`src/design/bus_pkg.sv`:
```
package bus_pkg;

    localparam int ADDR_W = 32;
    localparam int DATA_W = 32;

    // translator states for the APB requester port.
    typedef enum logic [1:0] {
        IDLE   = 2'b00, // no transfer, psel low.
        SETUP  = 2'b01, // psel high for one cycle.
        ACCESS = 2'b10  // psel and penable high until pready.
    } apb_state_t;

    // width of an index over n requesters.
    // A single requester still needs one bit so that the index is a legal vector.
    function automatic int idx_w(input int n);
        int w;
        w = 1;
        if (n > 1) begin
            w = $clog2(n);
        end
        return w;
    endfunction

endpackage

```
`src/design/apb_requester.sv`:
```
`timescale 1ns/100ps

module apb_requester (
    input  logic                       CLK,
    input  logic                       rst,
    input  logic                       req,
    input  logic                       we,
    input  logic [bus_pkg::ADDR_W-1:0] addr,
    input  logic [bus_pkg::DATA_W-1:0] wdata,
    output logic                       ready,
    output logic [bus_pkg::DATA_W-1:0] rdata,
    output logic                       psel,
    output logic                       penable,
    output logic                       pwrite,
    output logic [bus_pkg::ADDR_W-1:0] paddr,
    output logic [bus_pkg::DATA_W-1:0] pwdata,
    input  logic [bus_pkg::DATA_W-1:0] prdata,
    input  logic                       pready
);
    import bus_pkg::*;

    apb_state_t state;

    always_ff @(posedge CLK) begin
        if (rst) begin
            state <= IDLE;
        end else begin
            case (state)
                IDLE: begin
                    if (req) begin
                        state <= SETUP;
                    end
                end
                SETUP: begin
                    state <= ACCESS;
                end
                ACCESS: begin
                    if (pready) begin
                        state <= IDLE; // transfer done, upstream sees ready now.
                    end
                end
                default: begin
                    state <= IDLE;
                end
            endcase
        end
    end

    // the request is captured once and held through setup and access.
    always_ff @(posedge CLK) begin
        if (state == IDLE && req) begin
            pwrite <= we;
            paddr <= addr;
            pwdata <= wdata;
        end
    end

    assign psel = (state != IDLE);
    assign penable = (state == ACCESS);
    assign ready = penable && pready;
    assign rdata = prdata;

    // a request still high after ready would start the same transfer again.
    a_req_released: assert property (@(posedge CLK) disable iff (rst)
        ready |=> !req)
        else $error("upstream request stayed high after ready");

    a_paddr_stable: assert property (@(posedge CLK) disable iff (rst)
        psel |-> req && paddr == addr && pwrite == we && pwdata == wdata)
        else $error("paddr, pwrite or pwdata left the open request inside a transfer");

endmodule

```
`config.mk`:
```
export PLATFORM = sky130hd
export DESIGN_NAME = apb_requester
export DESIGN_NICKNAME = d
export VERILOG_FILES = /design/src/design/bus_pkg.sv /design/src/design/apb_requester.sv
export SDC_FILE = /design/constraint.sdc
export NUM_CORES = 1
export LEC_CHECK = 0
export ABC_CLOCK_PERIOD_IN_PS = 3700
export BUFFER_PORTS_ARGS = -buffer_cell sky130_fd_sc_hd__buf_2
export CORE_ASPECT_RATIO = 0.9
export CORE_MARGIN = 4
export CORE_UTILIZATION = 37
export CTS_CLUSTER_DIAMETER = 50
export DETAILED_ROUTE_END_ITERATION = 10
export PLACE_DENSITY_LB_ADDON = 0.1
export SKIP_LAST_GASP = 1
export SYNTH_ARGS = -nofsm -noshare
export SYNTH_HDL_FRONTEND = slang
export SYNTH_SLANG_ARGS = --single-unit
```
`constraint.sdc`:
```
create_clock -name CLK -period 3.7 [get_ports CLK]
set_input_delay 0.185 -clock CLK [delete_from_list [all_inputs] [get_ports CLK]]
set_output_delay 0.185 -clock CLK [all_outputs]
set_load 0.01 [all_outputs]
```
==> run summary <==
Once detailed placement completed, the half-perimeter wirelength came to 3869 um. The remaining antenna violation count after routing came out at 0. The first-pass detailed-route iteration total is 4, and the portion of netlist area occupied by mux cells is 0%.

The sequential cell area fraction in the yosys report came out at 86.47%. For hold timing, the worst endpoint is pwdata[16]$_DFFE_PP_. The worst setup path is launched from a flip-flop. The layout has 492 filler cells. The worst-case IR drop observed on VDD is 0.3057 mV. The synthesized netlist occupies a cell area of 2303 um^2. The max-slew headroom at the worst pin is 66.86%, and the highest fanout seen on the critical path is 41. The tools report the launching element of the worst setup path as state[1]$_SDFFE_PP0P_. The vias per cell was 4.430. Counting every instance in the synthesized netlist gives 107.

Area occupied by multi-input gates: 77.57 um^2. For this block, the routed nets add up to 5037 um of wire. The count of unique library cells instantiated by Yosys was 10.

The finished cells cover 3073 um^2. From synthesis to final layout, the design area changed by 33.41%. The element type at the critical path end is a flip-flop.

The post-CTS repair timing setup buffer count was 0; the area share of and/or/nand/nor cells after synthesis was 2.770%. In this run the tool buffered the top-level ports with 136 buffer cells. Across the run, the number of max-cap violations was 0. Data on the critical path is required at its endpoint by 3670 ps.

Counting the buffers created by CTS gives 9. After synthesis, the mean cell area works out to 21.53 um^2. The final hold violation count is 0, and the number of max-slew violations in the final report is 0. Global routing finished with a remaining overflow of 0. In this run the register-to-register setup slack is 2300 ps. For this run, the number of Yosys warnings is 0. For this run, design rule violations remaining after detail routing come to 0. The final critical path time including I/O delays and setup works out to 1396 ps. The clock edge transition at the registers on the reported setup and hold paths is 70 ps. The logs give 42 for the DRC marker count from the first detailed-route iteration and 14.06% for the overall track demand over capacity in global routing.

Fraction of the mapped netlist area in compound gates: 0.3259%. The total negative slack was 0 ps. End of the worst register-to-register path: paddr[0]$_DFFE_PP_. The type of the tightest min-delay check is input port to flip-flop. The run gives 7783 um as the wire length of the first global-routing pass.

No sink is reached through more buffers than the 2 on the longest clock path. At the pin with the least slew margin, the transition time is 497.0 ps. In this run the number of H-tree levels came out at 3.

The fraction of the mapped netlist area in adder cells was 0%. The run gives 1338 as the overall via count from detail_route. The register area is 1992 um^2, and the share of cells above drive strength 1 is 66.38%. The tools report the worst slack at placement as 2295 ps. Entering global routing, the biggest net connects 42 pins. Between clock sinks in the finished design, the worst skew comes to 4.790 ps. The number of primary I/O pins is 201. The average wire per standard cell came out at 16.68 um. TritonCTS built the clock tree. In the layout the commonest cells are sky130_fd_sc_hd__buf_2, sky130_fd_sc_hd__edfxtp_1, sky130_fd_sc_hd__clkbuf_8. Critical path class: flip-flop to flip-flop. The tools report the final net count as 330. The flow ran to the end, and the final reports show no timing, DRC or antenna violations. For the via count of the first global-routing pass, the log shows 1483. The power per cell area came out at 516.9 nW/um^2. Of the total synthesized cell area, the portion taken by XOR and XNOR cells is 0%. The tools report the overall die area as 7554 um^2. Setup repair after global routing left no endpoint under its margin. Setup violations remaining at the end of the flow were counted as 0.

The number of antenna violations at the first check in global routing is 0. The post-synthesis net count is 208, and the overall power consumption is 0.001589 W. The clock reaches the later pin of the worst-skew pair after 330 ps. Static leakage power: 1.335 nW. After layout, the worst setup slack is 2304 ps. Vertical die dimension: 82.86 um. For this design, the sink count on the clock tree is 67. The initialized floorplan defines 26 standard-cell rows. The starting density of the core was 39.34%; the cell count of the worst reg-to-reg path was 2. The signal arrival time at the worst endpoint came out at 1360 ps. Based on the critical path, the design can be clocked at up to 716.1 MHz. Routability-driven placement finished with a final weighted congestion of 0.6860. The number of inserted diodes came out at 0.

The combinational family with the most area after synthesis was buffers and inverters. After detailed placement, the total cell area comes to 2853 um^2. The final critical path takes up 37.74% of the cycle.

Floorplan die width: 91.17 um. Clock tree synthesis selected as its root buffer the cell sky130_fd_sc_hd__clkbuf_8. The worst register-to-register path begins at state[1]$_SDFFE_PP0P_.

The core region is 5856 um^2. The tightest hold path in the finished design has a slack of 25.43 ps. The tools report the worst min-delay path startpoint as wdata[16].

The count of cells along the worst hold path works out to 1. The synthesized design contains 67 register bits. Leaving out fill and tap cells, the most frequent cell in the layout is sky130_fd_sc_hd__buf_2.
## cell families after synthesis
family,after synthesis
buffers and inverters,32
AOI/OAI and AO/OA,1
and+or+nand+nor,7
DFF,67
## what timing repair did
| item | 4_1_cts | 5_1_grt |
|---|---|---|
| gates resized for setup | 0 | 0 |
| endpoints found under the hold margin | 0 | 5 |
| hold buffers | 0 | 5 |
## worst max-delay path by stage
| stage | slack [ps] | to | cells past startpoint |
|---|---|---|---|
| after floorplan | 300 | state[0]$_SDFFE_PP0P_ | 2 |
| after global placement | 2350 | paddr[0]$_DFFE_PP_ | 2 |
| after detailed placement | 2300 | paddr[8]$_DFFE_PP_ | 2 |
| after CTS | 2280 | paddr[8]$_DFFE_PP_ | 2 |
| after global routing | 2200 | pwdata[31]$_DFFE_PP_ | 2 |
| final | 2300 | paddr[0]$_DFFE_PP_ | 2 |
## synth_stat cells, drive strengths merged
cell type / instances / area (um^2)
nor3b: 2 / 25.02
dfxtp: 2 / 40.04
and2b: 1 / 8.760
and2: 1 / 6.260
buf: 32 / 240.2
nor2b: 1 / 13.76
nor2: 1 / 3.750
or2: 1 / 6.260
a21o: 1 / 7.510
edfxtp: 65 / 1952
## report_power, final
group / total (W) / internal (W) / switching (W)
logic: 0.000145 / 0.0000660 / 0.0000787
registers: 0.000908 / 0.000895 / 0.0000128
clock network: 0.000536 / 0.000295 / 0.000241
## stage by stage
stage / cells / utilization [%]
finish: 302 / 52.48
global route: 302 / 52.48
CTS: 297 / 51.62
detailed placement: 283 / 48.72
global placement: 283 / 48.72
floorplan: 107 / -
## final cells by class
type,instances,area share [%]
Clock buffer,9,4.031
Clock inverter,5,1.507
Multi-Input combinational cell,8,2.524
Sequential cell,67,64.82
Tap cell,70,2.850
Timing Repair Buffer,143,24.27
## state kept, by name, summed over array words and instances, names as in the netlist
signal  cells
pwrite      1
pwdata     32
state       2
paddr      32
## per-layer routing
layer	vias up	track usage [%]	part of all wire [%]	wire length (um)
met5	-	0	0	0
met4	0	7.945	2.6	132
met3	14	11.03	15	748
met2	131	21.59	49	2456
met1	588	13.19	34	1699
li1	605	-	-	-
## critical path, cell delays in order (launching register included)
cell and delay (ps):
sky130_fd_sc_hd__dfxtp_1 360, sky130_fd_sc_hd__nor3b_4 210, sky130_fd_sc_hd__buf_4 460
No activity file was read; power rests on OpenSTA's default activity.
