<file path="src/design/bus_pkg.sv">
package bus_pkg;

    localparam int ADDR_W = 32;
    localparam int DATA_W = 32;

    // translator states for the APB requester port.
    typedef enum logic [1:0] {
        IDLE   = 2'b00, // no transfer, psel low.
        SETUP  = 2'b01, // psel high for one cycle.
        ACCESS = 2'b10  // psel and penable high until pready.
    } apb_state_t;

    // width of an index over n requesters.
    // A single requester still needs one bit so that the index is a legal vector.
    function automatic int idx_w(input int n);
        int w;
        w = 1;
        if (n > 1) begin
            w = $clog2(n);
        end
        return w;
    endfunction

endpackage

</file>
<file path="src/design/core_isa_pkg.sv">
package core_isa_pkg;

    // each hart owns a 4 KiB window; every local address and the PC use this width.
    localparam int WINDOW_BITS = 12;

    // immediate or operand address, taken from the low bits of the instruction.
    localparam int IMM_BITS = 16;

    // the opcode sits in the top nibble of the instruction.
    localparam int OPC_MSB = 31;
    localparam int OPC_LSB = 28;

    // start address, relative to the hart window.
    localparam logic [WINDOW_BITS-1:0] RESET_PC = '0;

    // the PC steps one 32-bit word at a time.
    localparam logic [WINDOW_BITS-1:0] PC_STEP = 12'd4;

    typedef enum logic [3:0] {
        OP_LOAD  = 4'h1, // acc = mem[imm].
        OP_ADDI  = 4'h2, // acc = acc + sign extended imm.
        OP_ADD   = 4'h3, // acc = acc + mem[imm].
        OP_STORE = 4'h4, // mem[imm] = acc.
        OP_JUMP  = 4'h5, // pc = imm.
        OP_HALT  = 4'h6
    } opcode_t;

    // any other opcode value is treated like halt by the hart.

    typedef enum logic [1:0] {
        FETCH    = 2'b00,
        EXECUTE  = 2'b01,
        MEM_WAIT = 2'b10,
        HALTED   = 2'b11
    } hart_state_t;

endpackage
</file>
<file path="src/design/hart_core.sv">
`timescale 1ns/100ps

module hart_core #(
    parameter int HART_ID = 0
) (
    input  logic                       CLK,
    input  logic                       rst,
    output logic                       req,
    output logic                       we,
    output logic [bus_pkg::ADDR_W-1:0] addr,
    output logic [bus_pkg::DATA_W-1:0] wdata,
    input  logic                       ready,
    input  logic [bus_pkg::DATA_W-1:0] rdata,
    output logic                       halted
);
    import core_isa_pkg::*;
    import bus_pkg::*;

    // base address of this hart's private window.
    localparam logic [ADDR_W-1:0] WINDOW_BASE = ADDR_W'(HART_ID) << WINDOW_BITS;

    hart_state_t state;
    logic [WINDOW_BITS-1:0] pc;
    logic [DATA_W-1:0] acc;
    logic [DATA_W-1:0] ir;
    opcode_t op;
    logic [IMM_BITS-1:0] imm;
    logic [WINDOW_BITS-1:0] local_addr;
    logic [DATA_W-1:0] imm_ext;

    assign op = opcode_t'(ir[OPC_MSB:OPC_LSB]);
    assign imm = ir[IMM_BITS-1:0];
    assign local_addr = imm[WINDOW_BITS-1:0];
    assign imm_ext = {{(DATA_W-IMM_BITS){imm[IMM_BITS-1]}}, imm};
    assign halted = (state == HALTED);

    // acc only changes outside an open request, so it can feed the bus directly.
    assign wdata = acc;

    always_ff @(posedge CLK) begin
        if (rst) begin
            state <= FETCH;
            pc <= RESET_PC;
            acc <= '0;
            req <= 1'b0;
        end else begin
            case (state)
                FETCH: begin
                    if (!req) begin
                        req <= 1'b1; // open the instruction fetch.
                    end else if (ready) begin
                        req <= 1'b0;
                        state <= EXECUTE;
                    end
                end
                EXECUTE: begin
                    case (op)
                        OP_LOAD, OP_ADD, OP_STORE: begin
                            req <= 1'b1; // one data transfer follows.
                            state <= MEM_WAIT;
                        end
                        OP_ADDI: begin
                            acc <= acc + imm_ext;
                            pc <= pc + PC_STEP;
                            state <= FETCH;
                        end
                        OP_JUMP: begin
                            pc <= local_addr;
                            state <= FETCH;
                        end
                        OP_HALT: begin
                            state <= HALTED;
                        end
                        default: begin
                            state <= HALTED; // unknown opcodes stop the hart.
                        end
                    endcase
                end
                MEM_WAIT: begin
                    if (ready) begin
                        req <= 1'b0;
                        pc <= pc + PC_STEP;
                        state <= FETCH;
                        if (op == OP_LOAD) begin
                            acc <= rdata;
                        end else if (op == OP_ADD) begin
                            acc <= acc + rdata;
                        end
                    end
                end
                default: begin
                    state <= HALTED; // HALTED is terminal until reset.
                end
            endcase
        end
    end

    // request payload, loaded in the cycle before req rises.
    always_ff @(posedge CLK) begin
        if (state == FETCH && !req) begin
            addr <= WINDOW_BASE | ADDR_W'(pc);
            we <= 1'b0;
        end
        if (state == FETCH && req && ready) begin
            ir <= rdata;
        end
        if (state == EXECUTE) begin
            addr <= WINDOW_BASE | ADDR_W'(local_addr);
            we <= (op == OP_STORE);
        end
    end

    // the controller and the translator rely on a request staying put until served.
    a_req_held: assert property (@(posedge CLK) disable iff (rst)
        req && !ready |=> req && $stable(addr) && $stable(we) && $stable(wdata))
        else $error("hart %0d changed its request before ready", HART_ID);

    a_halted_quiet: assert property (@(posedge CLK) disable iff (rst)
        halted |=> halted && !req)
        else $error("hart %0d left HALTED or raised req after halting", HART_ID);

endmodule

</file>
<file path="config.mk">
export PLATFORM = sky130hd
export DESIGN_NAME = hart_core
export DESIGN_NICKNAME = d
export VERILOG_FILES = /design/src/design/bus_pkg.sv /design/src/design/core_isa_pkg.sv /design/src/design/hart_core.sv
export SDC_FILE = /design/constraint.sdc
export NUM_CORES = 1
export LEC_CHECK = 0
export BUFFER_PORTS_ARGS = -buffer_cell sky130_fd_sc_hd__buf_2
export CAP_MARGIN = 40
export CORE_MARGIN = 2
export CORE_UTILIZATION = 45
export CTS_BUF_LIST = sky130_fd_sc_hd__clkbuf_8
export CTS_CLUSTER_DIAMETER = 200
export DETAILED_ROUTE_END_ITERATION = 12
export PLACE_DENSITY = 0.72
export SETUP_SLACK_MARGIN = 0.3
export SYNTH_ARGS = -nofsm -noshare
export SYNTH_HDL_FRONTEND = slang
export SYNTH_SLANG_ARGS = --single-unit
export TNS_END_PERCENT = 5
</file>
<file path="constraint.sdc">
create_clock -name CLK -period 3.2 [get_ports CLK]
set_input_delay 0 -clock CLK [delete_from_list [all_inputs] [get_ports CLK]]
set_output_delay 0 -clock CLK [all_outputs]
set_load 0.05 [all_outputs]
</file>
==> results.py <==
metrics = {
    "synth": {
        "synth_top_area_frac": 0.131,
        "synth_area_leader_cell": "edfxtp_1",
        "synth.distinct_cells": 85,
        "synth-edff-count": 33,
        "synth_area_leaders": "edfxtp_1, dfxtp_1, ha_1",
        "async_reset_ff_frac": 0,
        "postSynthCellCount": 940,
        "syn_area_um2": 7590,
        "synth_warnings": 0,
        "dominantRegCellSynth": "dfxtp_1",
        "syn-mean-instance-area_um2": 8.07,
        "ys_seq_area_frac": 0.255,
        "synth-seq-cells": 80,
    },
    "worst_setup_path": {
        "critical_path_class": "register to register",
        "critPathArrivalTime_ns": 3.18,
        "cp_cell_sequence": "ha_1 -> fa_1 -> a211oi_2 -> o211ai_2 -> nand4_4 -> a2111oi_4 -> or3_1 -> a32oi_1 -> o21ai_0 -> a41o_1",
        "path_max_fanout": 4,
        "end_kind": "register",
        "cpMaxStageDelayCell": "fa_1",
        "cp_data_required_time_ns": 3.49,
        "max_stage_delay_ns": 0.44,
        "startpoint_type": "register",
    },
    "drt": {
        "dr.pass1.iters": 6,
        "ant_nets": 0,
        "wl_per_cell_um": 17.8,
        "vias": 7679,
        "drt_iter0_markers": 622,
        "routed_via_density": 6.09,
        "drc_errors": 0,
        "drt_wl_total_um": 22500,
    },
    "global_route": {
        "overflow": 0,
        "grt_pass1_vias": 7079,
        "antenna_found_initial": 0,
        "grt.total_usage": 0.249,
        "grt_pass1_wl_um": 36000,
        "grt_max_degree": 41,
    },
    "floorplanning": {
        "die_y_um": 134,
        "fp.coreArea_um2": 16500,
        "ios": 102,
        "start_util": 0.459,
        "dieArea_um2": 17900,
        "die_x_um": 134,
        "num_rows": 47,
    },
    "power": {
        "pwr-share-seq": 0.219,
        "pwr-share-comb": 0.688,
        "pwr-share-clk": 0.093,
        "p_int_mw": 3.52,
        "power_density_nw_per_um2": 886,
        "ir_worst_vdd_mv": 0.469,
        "switching_share": 0.544,
        "p_sw_mw": 4.19,
        "p_leak_nw": 3.63,
    },
    "sta": {
        "relSlewSlack": 0.436,
        "slew_violations": 0,
        "fin_crit_ns": 2.89,
        "skew_ns": 0.0184,
        "fin_setup_tns_ns": 0,
        "post-route-period-util": 0.903,
        "worst_pin_slew_ns": 0.837,
        "finalHoldViolations": 0,
        "fin_ws_ns": 0.312,
        "max_freq_mhz": 346,
        "setup_violations": 0,
        "rsz0062_at_grt": "yes",
    },
    "cts": {
        "h-tree-depth": 3,
        "cts.sinks": 80,
        "clkLatencyLatePin_ns": 0.39,
        "cts_max_path_buffers": 2,
        "root_buffer": "clkbuf_8",
        "clk_pin_slew_ns": 0.09,
        "cts_tree": "done",
        "cts_buffers": 9,
    },
    "layout": {
        "n_antenna_cell": 0,
        "layout.nets": 1139,
        "postLayoutCoreUtil": 0.527,
        "instances_no_fill": 1260,
        "drive_above_1_share": 0.169,
        "syn2layout_area_growth_pct": 14.7,
    },
    "place": {
        "hpwl_um": 16600,
        "dp.cells": 1215,
        "gp_congestion": 0.909,
        "port_buffers": 81,
        "pre_cts_ws_ns": 0.239,
    },
    "min_path": {
        "hold_class": "input port to register",
    },
    "status": {
        "outcome": "finished, final reports clean",
    },
    "run": {
        "cap_violations": 0,
    },
}
-- cells in the final DEF, fill, tap and decap left out, types with 4 or more instances in the layout --
cell and n:
edfxtp_1 33, inv_1 24, buf_4 25, dfxtp_1 46, o21bai_1 12, nor3_1 26, o21ai_0 66, xnor2_1 21
nor2_1 88, a2111oi_2 4, dlygate4sd3_1 23, a311oi_1 7, and3_1 9, ha_1 64, clkbuf_8 9, mux2i_1 9
o21ai_1 5, nor4_1 5, nor2b_1 7, nand2_1 84, nor3b_1 5, o221ai_1 4, o211ai_1 17, o22ai_1 5
xor2_1 16, a21oi_1 93, mux2_2 12, buf_2 81, nand4_1 11, nand3_1 29, or3_1 7, o31ai_1 5
a21o_1 30, conb_1 20, a211oi_1 23, a31oi_1 9, and2_1 4
-- worst max-delay path: cells and delay by family, from the launching register on --
family,cells,cell delay (ns)
AND/OR/NAND/NOR,2,0.50
flip-flops,1,0.43
adder cells (fa/ha/maj),2,0.67
AO/OA/AOI/OAI,6,1.19
-- synth_stat cells (all sizes together), types with 9 or more instances --
library cell,number
inv,23
a211oi,27
ha,67
a21o,31
nor2,88
nand2,84
mux2,12
a2111oi,9
a21oi,98
edfxtp,33
buf,35
dfxtp,47
nand4,12
xnor2,21
and3,9
o21ai,73
nor3,28
a31oi,9
nand3,29
o211ai,19
o21bai,12
mux2i,9
clkbuf,29
xor2,16
-- flip-flops by register name, indices dropped and copies added, names as in the netlist --
register,cells
state,2
we,1
pc,12
ir,20
wdata,32
req,1
addr,12
-- routing by layer --
metal  vias to the layer above  routed length, µm  global-route usage
li1                       3709                  -                   -
met2                       300              10400               0.408
met1                      3628               9990               0.332
met4                         0                498              0.0822
met5                         -                  0                   0
met3                        42               1600              0.0446
-- metrics by stage --
stage | instance area, µm² | total power [mW] | hold slack [ns]
final | 8700 | 7.71 | 0.0692
after global routing | 8700 | 8.28 | 0.0849
after CTS | 8560 | 7.52 | 0.0459
after detailed placement | 8150 | 6.75 | 0.219
after global placement | 8150 | 6.71 | 0.214
after floorplan | 7660 | 5.63 | 0.0989
-- power by group through the flow --
stage	Sequential, mW	Combinational, mW	Clock, mW
finish	1.69	5.31	0.716
global route	1.73	5.78	0.770
CTS	1.68	5.11	0.730
detailed placement	1.70	5.05	0
global placement	1.70	5.02	0
floorplan	2.38	3.24	0
-- worst paths after layout --
kind	from	depth (start not counted)	end	slack (ns)
hold / removal	rdata[23]	4	wdata[23]$_SDFFE_PP0P_	0.07
hold reg to reg	pc[0]$_SDFFE_PP0P_	2	pc[0]$_SDFFE_PP0P_	0.46
setup reg to reg	ir[0]$_DFFE_PP_	10	wdata[22]$_SDFFE_PP0P_	0.31
setup / recovery	ir[0]$_DFFE_PP_	10	wdata[22]$_SDFFE_PP0P_	0.31
-- layout make-up --
cell class	instances	area, µm²
inverter	23	86.3
clock buffer	9	124
multi-input combinational	792	5410
timing repair buffer	129	823
sequential	80	1930
tap	220	275
clock inverter	7	47.5
fill	1579	7820
-- kinds of logic after synthesis --
group | after synthesis | share of synthesized area
buffers and inverters | 87 | 0.0575
AOI/OAI and AO/OA | 347 | 0.313
other | 1 | 0.000494
and+or+nand+nor | 298 | 0.186
xor gates and xnor gates | 37 | 0.0427
muxes | 21 | 0.0297
adders and majority gates | 69 | 0.116
DFF | 80 | 0.255
-- timing repair --
| item | 4_1_cts | 5_1_grt |
|---|---|---|
| endpoints found under the setup margin | 5 | 16 |
| hold buffers | 23 | 0 |
| resized for setup | 1 | 22 |
| pin swaps | 0 | 7 |
| setup buffers | 0 | 6 |
| endpoints found under the hold margin | 27 | 0 |
Note: power is estimated with default switching activity, not from simulation.
